### config.mk
export PLATFORM = sky130hd
export DESIGN_NAME = store_align
export DESIGN_NICKNAME = d
export VERILOG_FILES = /design/src/hw/rv_mem_pkg.sv /design/src/hw/store_align.sv
export SDC_FILE = /design/constraint.sdc
export NUM_CORES = 1
export LEC_CHECK = 0
export BUFFER_PORTS_ARGS = -buffer_cell sky130_fd_sc_hd__buf_4
export CORE_ASPECT_RATIO = 1.2
export CORE_MARGIN = 10
export CORE_UTILIZATION = 31
export DETAILED_ROUTE_END_ITERATION = 10
export MAX_ROUTING_LAYER = met4
export PLACE_DENSITY_LB_ADDON = 0.2
export REMOVE_ABC_BUFFERS = 1
export SLEW_MARGIN = 25
export SYNTH_ARGS = -nofsm -noshare
export SYNTH_HDL_FRONTEND = slang
export SYNTH_SLANG_ARGS = --single-unit
### constraint.sdc
create_clock -name vclk -period 2.22
set_input_delay 0.666 -clock vclk [all_inputs]
set_output_delay 0.666 -clock vclk [all_outputs]
set_load 0.02 [all_outputs]
### src/hw/rv_mem_pkg.sv
`default_nettype none

package rv_mem_pkg;

    // data path width, one RV32 word
    localparam int XLEN = 32;

    // major opcodes for the two memory instruction groups
    localparam logic [6:0] LOAD_OP  = 7'b0000011;
    localparam logic [6:0] STORE_OP = 7'b0100011;

    // access size as decoded from funct3[1:0]
    // improper covers funct3 11 and every non-memory opcode
    typedef enum logic [1:0] {
        SIZE_WORD     = 2'b00,
        SIZE_HALF     = 2'b01,
        SIZE_BYTE     = 2'b10,
        SIZE_IMPROPER = 2'b11
    } access_size_t;

    // one enable bit per byte lane of a word
    typedef logic [3:0] lane_t;

    // operation handed over by the pipeline
    typedef struct packed {
        logic [6:0]      opcode;
        logic [2:0]      funct3;
        // squashed instruction, a store must not reach memory
        logic            flush;
        logic [XLEN-1:0] addr;
        logic [XLEN-1:0] wdata;
    } mem_op_t;

    // response returned with ack
    typedef struct packed {
        // extended load data, zero otherwise
        logic [XLEN-1:0] rdata;
        // op was a load or a store
        logic            accessed;
        // improper size or misaligned half/word
        logic            fault;
    } mem_rsp_t;

endpackage

`default_nettype wire

### src/hw/store_align.sv
`timescale 1ns/10ps
`default_nettype none

module store_align (
    input  rv_mem_pkg::access_size_t    access_size,
    input  logic [1:0]                  addr_lo,
    input  logic [rv_mem_pkg::XLEN-1:0] wdata,
    output rv_mem_pkg::lane_t           be,
    output logic [rv_mem_pkg::XLEN-1:0] wlane,
    output logic                        misaligned
);

    always_comb
    begin
        case (access_size)
            rv_mem_pkg::SIZE_BYTE:
            begin
                // one lane picked by both address bits
                be         = rv_mem_pkg::lane_t'(4'b0001 << addr_lo);
                // copy the byte into every lane, be selects the real one
                wlane      = {4{wdata[7:0]}};
                misaligned = 1'b0;
            end
            rv_mem_pkg::SIZE_HALF:
            begin
                // lower or upper half of the word
                be         = addr_lo[1] ? 4'b1100 : 4'b0011;
                wlane      = {2{wdata[15:0]}};
                // odd byte address cannot hold a half
                misaligned = addr_lo[0];
            end
            rv_mem_pkg::SIZE_WORD:
            begin
                be         = 4'b1111;
                wlane      = wdata;
                // word needs a 4-byte boundary
                misaligned = (addr_lo != 2'b00);
            end
            default:
            begin
                // improper size never writes
                be         = 4'b0000;
                wlane      = wdata;
                misaligned = 1'b1;
            end
        endcase
    end

endmodule

`default_nettype wire

==> qor.csv <==
metric,value,unit
# nets final,210,
"Core Util, Final",73.87,%
"Largest delay share family, worst path",buffers and inverters,
Syn Area/Cell,6.090,sq um
Max Fclk,0.4375,GHz
clkbuf count,0,
Min-Delay Endpoint,wlane[7],
Worst EP required,1.55,ns
antenna violations before repair,0,
top-count cell post-synth,a21oi_1,
final RePlAce weighted congestion,0.7098,
via count,963,
Hold/Removal Path Class,input port to output port,
Hold Startpoint,wdata[7],
routed wire length,3027,um
critical path's slowest cell,ha_4,
"Design Area, Final",1351,sq um
Synth Instances,98,
Yosys warning total,0,
register area,0,sq um
setup violators final,25,
fillers,148,
Die ar.,4088,sq um
simple-gate area share of the yosys netlist,16.77,%
Die H,68.07,um
routed vias/inst,5.177,
Top Ports,73,
Crit Path Category,input port to output port,
final worst slack,-0.06587,ns
DRC violation count after routing,0,
CP peak stage delay,0.26,ns
wire per inst,16.27,um
FF+latch count,0,
core area,1829,sq um
Period minus WS final,2.286,ns
TNS Setup,-1.018,ns
# hold bufs at CTS,0,
final count of hold timing violations,0,
XOR/XNOR Fraction of Synth Area,0,%
sequential element share of the synthesized area,0,%
layout cells sized above 1,61.08,%
crit path buf inv count,3,
port bufs,73,
most area-hungry cell type in the Yosys netlist,a22o_1,
adder-cell area share of the yosys netlist,10.48,%
Synth top area share,11.74,%
site row count,17,
Setup Buffers After CTS,0,
Placement Cell Area,1140,sq um
CP Capture Type,output port,
PwrDens,331.8,nW/um^2
Compound-Gate Fraction of Synth Area,45.28,%
Post-Syn Area,596.8,sq um
fin. max-slew vios,0,
crit path DAT,1.62,ns
Routed Antenna Nets,0,
max-capacitance violation count,0,
worst-path maximum fanout,8,
Worst Hold Depth,2,
fraction of synthesized area in multiplexers,0,%
cells along the critical path,"buf_12, inv_8, ha_4, and2_4, a22o_1, buf_6",
RSZ-0062 raised after global routing,true,
status,"finished, violations left",
Starting DRT DRC Count,16,
hpwl dp,2340,um
Die Width,60.06,um
main combinational cell family by area after synthesis,compound AO/OA/AOI/OAI gates,
relative slew slack,86.28,%
Initial Util,32.63,%
largest net degree at the start of global routing,19,
Overflow after GRT,0,
Tightest Pin Transition,0.2058,ns
Area Overhead vs Synth,126.4,%
critical path startpoint category,input port,
crit share post-route,103.0,%
synth unique cells,17,
Post-synth top cells,"a21oi_1, inv_1, nor2_1",
Tot GR Track Use,12.40,%
TritonRoute pass-1 iters,4,
"Power, Total",0.0004483,W
Max rail drop VDD,0.1790,mV
critical path startpoint,access_size[1],
Antenna Cells,0,
Pleak,0.7048,nW
synth top area cells,"a22o_1, a21oi_1, ha_1",
vias in the first global route,930,
first-pass GRT wire length,4181,um
Crit. path cell count,6,
hold_ws,1.563,ns
failing checks,setup timing,
[repair_timing]
item	CTS	global route
hold endpoints to repair	0	0
gates resized for setup	32	22
setup endpoints to repair	29	28
pin swaps	13	6
[cell usage in the layout, fill, tap and decap left out]
cell type / count
buf_4: 67
a22o_1: 8
a21o_1: 1
nor2b_1: 1
nor2_2: 1
nor2_1: 11
buf_6: 14
o21bai_1: 1
o22ai_2: 3
inv_1: 10
ha_1: 1
ha_4: 4
o21ai_1: 1
nor2b_4: 1
buf_8: 1
nand2b_2: 1
a21oi_2: 3
nand2_1: 8
o21ai_2: 1
and2_4: 1
a22oi_1: 8
o22ai_1: 5
a21oi_1: 10
inv_8: 2
buf_12: 3
[report_power, final]
| part | switching (W) | leakage [nW] | internal [W] | total [W] |
|---|---|---|---|---|
| registers | 0 | 0 | 0 | 0 |
| logic | 0.000224 | 0.705 | 0.000224 | 0.000448 |
| clock network | 0 | 0 | 0 | 0 |
| total | 0.000224 | 0.705 | 0.000224 | 0.000448 |
[cells by family after synthesis]
logic type,Yosys count
AOI/OAI and AO/OA,41
adders and majority gates,5
buffers and inverters,28
and+or+nand+nor,24
[metal layers]
metal	wire length (um)	up-vias	GRT usage, %
met3	380	0	4.815
met5	0	-	-
met2	1561	55	22.55
met4	0	0	0.8427
li1	-	473	-
met1	1084	435	12.76
[layout make-up]
| class | count | area, sq um | share of cell area [%] |
|---|---|---|---|
| repair buffers | 85 | 735.7 | 54.44 |
| multi-input cells | 70 | 531.8 | 39.35 |
| inverters | 12 | 60.06 | 4.444 |
| well taps | 19 | 23.77 | 1.759 |
[per-stage QoR]
stage	setup WS [ns]	std cells
detailed placement	-0.2887	186
global placement	-0.2713	186
global route	-0.1042	186
CTS	-0.04595	186
finish	-0.06587	186
floorplan	-0.5147	82
[how the worst max path moves through the flow]
stage,endpoint,slack (ns)
after floorplan,wlane[10],-0.51
after global placement,wlane[12],-0.27
after detailed placement,wlane[15],-0.29
after CTS,be[2],-0.05
after global routing,wlane[29],-0.10
final,wlane[12],-0.07
No activity file was read; power rests on OpenSTA's default activity.
