### src/hw/rv_mem_pkg.sv
`default_nettype none

package rv_mem_pkg;

    // data path width, one RV32 word
    localparam int XLEN = 32;

    // major opcodes for the two memory instruction groups
    localparam logic [6:0] LOAD_OP  = 7'b0000011;
    localparam logic [6:0] STORE_OP = 7'b0100011;

    // access size as decoded from funct3[1:0]
    // improper covers funct3 11 and every non-memory opcode
    typedef enum logic [1:0] {
        SIZE_WORD     = 2'b00,
        SIZE_HALF     = 2'b01,
        SIZE_BYTE     = 2'b10,
        SIZE_IMPROPER = 2'b11
    } access_size_t;

    // one enable bit per byte lane of a word
    typedef logic [3:0] lane_t;

    // operation handed over by the pipeline
    typedef struct packed {
        logic [6:0]      opcode;
        logic [2:0]      funct3;
        // squashed instruction, a store must not reach memory
        logic            flush;
        logic [XLEN-1:0] addr;
        logic [XLEN-1:0] wdata;
    } mem_op_t;

    // response returned with ack
    typedef struct packed {
        // extended load data, zero otherwise
        logic [XLEN-1:0] rdata;
        // op was a load or a store
        logic            accessed;
        // improper size or misaligned half/word
        logic            fault;
    } mem_rsp_t;

endpackage

`default_nettype wire

### src/hw/load_extend.sv
`timescale 1ns/10ps
`default_nettype none

module load_extend (
    input  logic [rv_mem_pkg::XLEN-1:0] rword,
    input  rv_mem_pkg::access_size_t    access_size,
    input  logic [1:0]                  addr_lo,
    input  logic                        is_unsigned,
    output logic [rv_mem_pkg::XLEN-1:0] rdata
);

    logic [7:0]  sel_byte;
    logic [15:0] sel_half;

    // byte lane from the full address offset
    always_comb
    begin
        case (addr_lo)
            2'd0:    sel_byte = rword[7:0];
            2'd1:    sel_byte = rword[15:8];
            2'd2:    sel_byte = rword[23:16];
            default: sel_byte = rword[31:24];
        endcase
    end

    // half lane from address bit 1, bit 0 is a fault upstream
    assign sel_half = addr_lo[1] ? rword[31:16] : rword[15:0];

    always_comb
    begin
        case (access_size)
            rv_mem_pkg::SIZE_BYTE:
            begin
                // LBU fills with zeros, LB with the sign bit
                rdata = {{24{sel_byte[7] & !is_unsigned}}, sel_byte};
            end
            rv_mem_pkg::SIZE_HALF:
            begin
                rdata = {{16{sel_half[15] & !is_unsigned}}, sel_half};
            end
            rv_mem_pkg::SIZE_WORD:
            begin
                // nothing to extend on RV32
                rdata = rword;
            end
            default:
            begin
                rdata = '0;
            end
        endcase
    end

endmodule

`default_nettype wire

### config.mk
export PLATFORM = sky130hd
export DESIGN_NAME = load_extend
export DESIGN_NICKNAME = d
export VERILOG_FILES = /design/src/hw/rv_mem_pkg.sv /design/src/hw/load_extend.sv
export SDC_FILE = /design/constraint.sdc
export NUM_CORES = 1
export LEC_CHECK = 0
export ABC_AREA = 1
export BUFFER_PORTS_ARGS = -buffer_cell sky130_fd_sc_hd__buf_4
export CORE_MARGIN = 5
export CORE_UTILIZATION = 47
export DETAILED_ROUTE_END_ITERATION = 12
export PLACE_DENSITY = 0.9
export SETUP_SLACK_MARGIN = 0.02
export SYNTH_ARGS = -nofsm -noshare
export SYNTH_HDL_FRONTEND = slang
export SYNTH_SLANG_ARGS = --single-unit
### constraint.sdc
create_clock -name vclk -period 1.5
set_clock_uncertainty 0.2 [all_clocks]
set_input_delay 0.075 -clock vclk [all_inputs]
set_output_delay 0.075 -clock vclk [all_outputs]
set_load 0.005 [all_outputs]
==> results.env, run 1 <==
RUN_STATUS='finished clean'
FINALWORSTPATHREQUIREDPERIOD_NS=1.35
FF_LATCH_AREA_UM2=0
HOLD_CRIT_PATH_TYPE='primary input to primary output'
WORSTPATHCELLLIST='buf_4 > nor2_1 > nand2_1 > nand3_1 > nand3_4 > nand2_1 > buf_4'
NUMBER_OF_HOLD_REPAIR_BUFFERS_ADDED_AT_THE_CTS_STAGE=0
FINAL_COMMON_CELL='nand2_1'
INTERNAL_POWER_uW=242
FINALSETUPVIOLCOUNT=0
FINALWIRELENGTH_UM=3180
WORSTMARGINPINSLEW_NS=0.302
GRT_REMAINING_OVERFLOW=0
DRC=0
POST-DP-HPWL_UM=2560
TIMING_HOLD_VIOLATIONS_FINAL=0
SYN_NETS=250
NUMPORTBUFFERS=69
AREAGROWTHSYNTHTOFINISH_PCT=54.1
FLOORPLAN.DIE_AREA_UM2=3080
TRACK_USAGE_PCT=19.7
TIMING.CRITICAL_PATH.FANOUT_MAX=24
CRIT_PATH_START_KIND='primary input'
DIE_H_UM=55.5
LAYOUT_CELLS_SIZED_ABOVE_1_PCT=32.4
AVERAGE_WIRE_LENGTH_PER_CELL_AFTER_DETAIL_ROUTING_UM=10.4
TIMING.CRITICAL_PATH.BUF_INV=2
SYNTH_TOP_AREA_SHARE_PCT=41.3
CRIT_PATH_TOP_DELAY_CELL='nand3_4'
INSTANCES_NO_FILL=305
DETAIL_ROUTE.VIAS_PER_CELL=4.69
SYNTH_CELL_TYPES=17
GRT_PASS1_WL_UM=5440
TIMING.SLEW.HEADROOM_PCT=79.9
GRT_START_MAX_NET_PINS=25
PWR-SHARE-CLK_PCT=0
GRT_PASS1_VIAS=1260
CLOCK_BUFFERS=0
MAX_FREQ_MHz=741
BOUNDARYPINS=69
CRITPATHCAPTURETYPE='primary output'
SYN_AREA_PER_CELL_UM2=4.56
CRITICAL_PATH_REQUIRED_NS=1.22
SYNTH.AREA.TOP_CELLS='nand2_1, inv_1, nand3_1'
NUMPLACEDINSTANCES=305
SWITCHING_PART_OF_THE_TOTAL_PCT=48.0
PLACEMENTROWS=16
COMBPWRFRAC_PCT=100.0
SHARE_OF_POWER_BURNED_IN_REGISTERS_PCT=0
SYNTH.YOSYS.WARNINGS=0
STATIC-LEAKAGE-POWER_nW=1.04
DPL_WORST_SLACK_NS=0.122
SLOWEST_DELAY_NS=0.27
FINAL_ANTENNA_NET_COUNT=0
DR.FIRST_ITER.DRC_COUNT=41
WHS_NS=0.263
ROUTE.VIAS.TOTAL=1430
MULTIINPUTGATEAREA_UM2=771
FILLER_CELL_COUNT=191
ANTENNA_VIOLATIONS_BEFORE_REPAIR=0
NFLOPSANDLATCHES=0
DETAILEDROUTE.FIRSTPASSITERATIONCOUNT=4
GP_CONGESTION=0.819
MAXIMUM_VDD_DROP_V=0.000211
SYNTH_SEQUENTIAL_AREA_RATIO_PCT=0
SETUP_SLACK_NS=0.151
CRIT_PATH_ARRIVAL_TIME_NS=1.07
FLOORPLAN.DIE.WIDTH_UM=55.5
MIN_PERIOD_OVER_PERIOD_PCT=90.0
NNETSFINAL=317
SYN_AREA_UM2=972
POWER_DENSITY_RELATIVE_TO_CELL_AREA_nW_PER_UM2=311
RSZ0062_AT_GRT='no'
MAX_CAP_VIOLATIONS=0
PATH_DELAY_FAMILY='simple AND/OR/NAND/NOR gates'
FINAL.SETUP.TNS_NS=0
SWITCHINGPOWER_uW=224
LAYOUT_COMMON_CELLS='nand2_1, buf_4, inv_1'
STD_CELL_CORE_AREA_UM2=1960
SLEW_VIOL_FINAL=0
FLOORPLAN.INITIALDENSITY_PCT=49.6
SYNTH.LARGEST_AREA_CELL='nand2_1'
CATEGORY_OF_THE_MOST_CRITICAL_SETUP_PATH='primary input to primary output'
POSTSYNTHCELLCOUNT=213
DIODES=0
## power groups by stage
stage          registers (mW)  logic [mW]  clock network, mW
2_1_floorplan               0       0.229                  0
3_3_place_gp                0       0.462                  0
3_5_place_dp                0       0.465                  0
4_1_cts                     0       0.467                  0
5_1_grt                     0       0.521                  0
6_report                    0       0.465                  0
## tightest hold or removal path, delay by kind of cell
family / cells / cell delay (ns)
buffers and inverters: 2 / 0.18
and+or+nand+nor: 1 / 0.06
AOI/OAI and AO/OA: 1 / 0.07
## final timing paths
path	cells past startpoint	start	end	slack (ns)
setup / recovery	7	addr_lo[1]	rdata[22]	0.15
hold / removal	4	rword[4]	rdata[4]	0.26
## layer usage
layer	share of wire [%]	vias up	GRT usage [%]
met5	0	-	0
met4	0	0	0.347
met3	7.8	0	3.50
met2	48	54	34.8
met1	45	602	26.1
li1	-	774	-
## final cells by class
type / count / area share, %
Timing Repair Buffer: 75 / 37.6
Multi-Input combinational cell: 169 / 51.5
Inverter: 34 / 8.69
Tap cell: 27 / 2.26
## through the flow
stage                     instance area (µm²)  total power, mW  utilization, %
final                                    1500            0.465            76.3
after global routing                     1500            0.521            76.3
after CTS                                1500            0.467            76.2
after detailed placement                 1500            0.465            76.2
after global placement                   1500            0.462            76.2
after floorplan                           972            0.229               -
## synthesized netlist by cell type, drive strengths merged
master	n
o21ai	5
inv	34
nand2	112
nor2	20
a21oi	1
and2	1
a22oi	9
nand3	21
buf	10
## kinds of logic after synthesis
| logic type | after synthesis | synth area share, % |
|---|---|---|
| AND/OR/NAND/NOR | 154 | 69.2 |
| buffers and inverters | 44 | 20.7 |
| AO/OA/AOI/OAI | 15 | 10.0 |
## what timing repair did
item | CTS | global route
buffers inserted | 0 | 0
gates resized for setup | 0 | 1
setup endpoints to repair | 0 | 4
Note: power is estimated with default switching activity, not from simulation.
==> run 2: changes to the inputs <==
ABC_AREA = 0   (was 1)
CORE_UTILIZATION = 44   (was 47)
PLACE_DENSITY = 0.91   (was 0.9)
==> results.env, run 2 <==
SYNTHMOSTINSTANTIATEDCELL='a21oi_1'
MAX_FREQ_MHz=653
TIMING.SLEW.HEADROOM_PCT=84.7
ROUTE.VIAS.TOTAL=1225
CLOCK_BUFFERS=0
STATIC-LEAKAGE-POWER_nW=0.724
MIN_PERIOD_OVER_PERIOD_PCT=102
CRITICAL_PATH.ENDPOINT='rdata[17]'
MAX_CAP_VIOLATIONS=0
LAYOUT_COMMON_CELLS='buf_4, nand2b_1, a21oi_2'
SYNTH_CELL_TYPES=20
CRITICAL_PATH_REQUIRED_NS=1.22
RUN_STATUS='finished, violations left'
CRITPATHCAPTURETYPE='primary output'
HOLD_CRIT_PATH_TYPE='primary input to primary output'
FINAL_UTIL_PCT=87.5
SYNTH.LARGEST_AREA_CELL='mux4_1'
GRT_START_MAX_NET_PINS=14
TRACK_USAGE_PCT=22.6
SYN_AREA_PER_CELL_UM2=8.02
SYNTH_SEQUENTIAL_AREA_RATIO_PCT=0
GRT_REMAINING_OVERFLOW=0
PLACEMENTROWS=15
SYNTH.YOSYS.WARNINGS=0
AREAGROWTHSYNTHTOFINISH_PCT=88.7
TIMING_HOLD_VIOLATIONS_FINAL=0
FAILED_CHECKS='negative setup slack'
BOUNDARYPINS=69
FLOORPLAN.INITIALDENSITY_PCT=46.4
GP_CONGESTION=0.861
FINAL_COMMON_CELL='buf_4'
LAYOUT_CELLS_SIZED_ABOVE_1_PCT=65.1
STD_CELL_CORE_AREA_UM2=1750
NUMPORTBUFFERS=69
SETUP.WORST_PATH.START='addr_lo[0]'
DRC=0
FLOORPLAN.DIE.WIDTH_UM=52.9
FINALWORSTPATHREQUIREDPERIOD_NS=1.53
RSZ0062_AT_GRT='yes'
GRT_PASS1_WL_UM=4920
GRT_PASS1_VIAS=1109
TOTAL_POWER_uW=559
DIODES=0
TIMING.CRITICAL_PATH.FANOUT_MAX=6
CRIT_PATH_START_KIND='primary input'
SETUP_SLACK_NS=-0.0321
POWER_DENSITY_RELATIVE_TO_CELL_AREA_nW_PER_UM2=366
PLACED_AREA_UM2=1380
SLEW_VIOL_FINAL=0
CRIT_PATH_ARRIVAL_TIME_NS=1.26
DR.FIRST_ITER.DRC_COUNT=58
POSTSYNTHCELLCOUNT=101
SYN_AREA_UM2=810
NNETSFINAL=214
SYNTH.AREA.TOP_CELLS='mux4_1, a21oi_1, nand2b_1'
FINAL_DESIGN_INSTANCE_AREA_WITHOUT_FILL_UM2=1530
WHS_NS=0.322
FLOORPLAN.DIE_AREA_UM2=2800
WORSTMARGINPINSLEW_NS=0.223
MAXIMUM_VDD_DROP_V=0.000263
FILLER_CELL_COUNT=82
NFLOPSANDLATCHES=0
FINAL_ANTENNA_NET_COUNT=0
FF_LATCH_AREA_UM2=0
FINALSETUPVIOLCOUNT=25
FINAL.SETUP.TNS_NS=-0.437
FINALWIRELENGTH_UM=3940
SYN_NETS=138
DIE_H_UM=52.9
DETAIL_ROUTE.VIAS_PER_CELL=6.13
SYNTH_TOP_CELLS_BY_COUNT='a21oi_1, nand2b_1, mux2i_1, mux4_1, o22ai_1'
SYNTH_TOP_AREA_SHARE_PCT=22.7
CATEGORY_OF_THE_MOST_CRITICAL_SETUP_PATH='primary input to primary output'
AVERAGE_WIRE_LENGTH_PER_CELL_AFTER_DETAIL_ROUTING_UM=19.7
DETAILEDROUTE.FIRSTPASSITERATIONCOUNT=4
ANTENNA_VIOLATIONS_BEFORE_REPAIR=0
POST-DP-HPWL_UM=2560
-- run 2: per-stage QoR --
step	worst slack, ns	std cells
final	-0.0321	200
after global placement	0.0205	197
after global routing	-0.0633	200
after floorplan	0.112	101
after CTS	0.0281	197
after detailed placement	-0.0113	197
-- run 2: worst max-delay path: stages --
cell	delay (ns)
buf_8	0.11
mux2_4	0.32
a221oi_4	0.27
buf_6	0.17
buf_6	0.12
a21oi_1	0.05
buf_4	0.14
-- run 2: layout make-up --
type	instances	area [µm²]	area share, %
tap	25	31.3	2.05
timing repair buffer	84	672	44.0
multi-input combinational	89	817	53.5
inverter	2	7.51	0.491
-- run 2: where the power goes --
part	switching (mW)	internal [mW]
Sequential	0	0
Clock	0	0
Combinational	0.246	0.313
Total	0.246	0.313
-- run 2: what timing repair did --
action | CTS | global route
endpoints found under the setup margin | 24 | 28
pin swaps | 0 | 1
gates resized for setup | 6 | 34
cloned | 0 | 2
hold buffers | 0 | 0
setup buffers | 0 | 1
-- run 2: how the worst min path moves through the flow --
stage / from / to / slack, ns / cells after the start
final: rword[23] / rdata[23] / 0.32 / 4
after global routing: rword[28] / rdata[28] / 0.34 / 4
after CTS: rword[27] / rdata[27] / 0.32 / 4
after detailed placement: rword[23] / rdata[23] / 0.32 / 4
after global placement: rword[22] / rdata[22] / 0.31 / 4
after floorplan: rword[28] / rdata[28] / 0.06 / 2
-- run 2: kinds of logic (layout without fill, tap and decap cells) --
| group | Yosys count | after routing | synth area share, % |
|---|---|---|---|
| AND/OR/NAND/NOR | 27 | 27 | 20.2 |
| AO/OA/AOI/OAI | 43 | 43 | 32.0 |
| buffers and inverters | 12 | 86 | 9.27 |
| multiplexers | 19 | 19 | 38.5 |
-- run 2: per-layer routing --
layer,GRT usage (%),vias to the layer above,wire length (µm)
met5,0,-,0
met4,2.13,0,15
met3,2.54,4,401
met1,29.3,586,1580
li1,-,540,-
met2,40.9,95,1940
==> run 3: changes to the inputs <==
--- a/config.mk
+++ b/config.mk
@@ -9,6 +9,8 @@
 export BUFFER_PORTS_ARGS = -buffer_cell sky130_fd_sc_hd__buf_4
+export CELL_PAD_IN_SITES_DETAIL_PLACEMENT = 1
+export CELL_PAD_IN_SITES_GLOBAL_PLACEMENT = 1
 export CORE_MARGIN = 5
-export CORE_UTILIZATION = 44
+export CORE_UTILIZATION = 29
 export DETAILED_ROUTE_END_ITERATION = 12
-export PLACE_DENSITY = 0.91
+export PLACE_DENSITY_LB_ADDON = 0.1
 export SETUP_SLACK_MARGIN = 0.02
--- a/constraint.sdc
+++ b/constraint.sdc
@@ -4,2 +4,2 @@
 set_output_delay 0.075 -clock vclk [all_outputs]
-set_load 0.005 [all_outputs]
+set_load 0.02 [all_outputs]
==> results.env, run 3 (synthesis gave the netlist of run 2 again) <==
RUN_STATUS='finished, violations left'
FAILED_CHECKS='negative setup slack'
DIE_H_UM=62.8
STATIC-LEAKAGE-POWER_nW=0.744
PATH_DELAY_FAMILY='buffers and inverters'
MAXIMUM_VDD_DROP_V=0.000249
CRIT_PATH_START_KIND='primary input'
FINAL_COMMON_CELL='buf_4'
TIMING_HOLD_VIOLATIONS_FINAL=0
FINAL.SETUP.TNS_NS=-0.996
DETAILEDROUTE.FIRSTPASSITERATIONCOUNT=4
WORSTPATHCELLLIST='buf_8 > mux2_4 > a221oi_4 > buf_6 > buf_6 > a21oi_2 > buf_4'
SETUP_SLACK_NS=-0.0565
HOLD-PATH-CELL-COUNT=4
NUMPORTBUFFERS=69
CP_COMMON_CELL='buf_6'
RSZ0062_AT_GRT='yes'
LAYOUT_CELLS_SIZED_ABOVE_1_PCT=69.5
NFLOPSANDLATCHES=0
NNETSFINAL=216
PLACEMENTROWS=19
TIMING.SLEW.HEADROOM_PCT=80.5
DR.FIRST_ITER.DRC_COUNT=40
POST-DP-HPWL_UM=3060
FF_LATCH_AREA_UM2=0
ROUTE.VIAS.TOTAL=1146
FINALWIRELENGTH_UM=4100
TOTAL_POWER_uW=707
FINALSETUPVIOLCOUNT=24
FINAL_ANTENNA_NET_COUNT=0
SLEW_VIOL_FINAL=0
WORSTMARGINPINSLEW_NS=0.291
DIODES=0
LAYOUT_COMMON_CELLS='buf_4, nand2b_1, a21oi_2'
GRT_START_MAX_NET_PINS=13
PLACED_AREA_UM2=1400
CRITICAL_PATH_REQUIRED_NS=1.22
GP_CONGESTION=0.721
CATEGORY_OF_THE_MOST_CRITICAL_SETUP_PATH='primary input to primary output'
MAX_CAP_VIOLATIONS=0
SLOWEST_DELAY_NS=0.31
GRT_REMAINING_OVERFLOW=0
TIMING.CRITICAL_PATH.BUF_INV=4
HOLD_CRIT_PATH_TYPE='primary input to primary output'
HOLDCRITSTARTPOINT='rword[18]'
NUMBER_OF_HOLD_REPAIR_BUFFERS_ADDED_AT_THE_CTS_STAGE=0
POWER_DENSITY_RELATIVE_TO_CELL_AREA_nW_PER_UM2=430
HOLD_END='rdata[18]'
MIN_PERIOD_OVER_PERIOD_PCT=104
DPL_WORST_SLACK_NS=-0.104
ANTENNA_VIOLATIONS_BEFORE_REPAIR=0
TRACK_USAGE_PCT=19.7
DRC=0
GRT_PASS1_WL_UM=6530
FINAL_UTIL_PCT=60.8
BOUNDARYPINS=69
FLOORPLAN.DIE.WIDTH_UM=62.8
TIMING.CRITICAL_PATH.FANOUT_MAX=5
MAX_FREQ_MHz=642
STD_CELL_CORE_AREA_UM2=2710
CRIT_PATH_TOP_DELAY_CELL='mux2_4'
FLOORPLAN.DIE_AREA_UM2=3950
CLOCK_BUFFERS=0
FLOORPLAN.INITIALDENSITY_PCT=29.9
GRT_PASS1_VIAS=1283
DETAIL_ROUTE.VIAS_PER_CELL=5.51
AREAGROWTHSYNTHTOFINISH_PCT=103
CRIT_PATH_ARRIVAL_TIME_NS=1.28
FINALWORSTPATHREQUIREDPERIOD_NS=1.56
CRITPATHCAPTURETYPE='primary output'
AVERAGE_WIRE_LENGTH_PER_CELL_AFTER_DETAIL_ROUTING_UM=19.7
FINAL_DESIGN_INSTANCE_AREA_WITHOUT_FILL_UM2=1650
-- run 3: changes by cell type in the layout (fill, tap and decap cells not counted), moves of 2 or more --
cell	previous run	this run
a21oi_4	0	3
mux4_2	2	4
buf_4	77	64
a21oi_1	12	8
buf_6	3	18
mux4_1	5	3
-- run 3: per-layer routing --
layer	vias to the layer above	wire length (µm)	track usage (%)
met3	4	165	2.88
met5	-	0	0
met4	0	34	1.06
met2	39	2130	38.3
li1	542	-	-
met1	561	1770	23.5
-- run 3: worst max path at each step --
stage / cells after the start / end / startpoint / slack (ns)
2_1_floorplan: 5 / rdata[10] / access_size[0] / 0.04
3_3_place_gp: 6 / rdata[26] / addr_lo[0] / -0.02
3_5_place_dp: 6 / rdata[25] / access_size[0] / -0.10
4_1_cts: 7 / rdata[30] / addr_lo[0] / -0.03
5_1_grt: 7 / rdata[12] / access_size[0] / -0.09
6_report: 7 / rdata[31] / addr_lo[0] / -0.06
-- run 3: repair_timing --
item,CTS,global route
gates cloned,2,0
endpoints found under the setup margin,29,27
endpoints found under the hold margin,0,0
gates resized for setup,37,28
buffers inserted,1,1
pin swaps,1,1
-- run 3: power by group --
group          internal (mW)  leakage [nW]  switching (mW)
registers                  0             0               0
logic                  0.353         0.744           0.354
clock network              0             0               0
total                  0.353         0.744           0.354
-- run 3: stage by stage --
stage	hold slack, ns	cells
2_1_floorplan	0.140	101
3_3_place_gp	0.332	204
3_5_place_dp	0.337	204
4_1_cts	0.327	207
5_1_grt	0.343	208
6_report	0.328	208
-- run 3: final cells by class --
class	count	area, µm²
Fill cell	329	1060
Timing Repair Buffer	86	743
Multi-Input combinational cell	89	857
Tap cell	31	38.8
Inverter	2	7.51
-- run 3: tightest hold or removal path, delay by kind of cell --
family / cells / cell delay, ns
AO/OA/AOI/OAI: 1 / 0.06
AND/OR/NAND/NOR: 1 / 0.08
buffers and inverters: 2 / 0.24
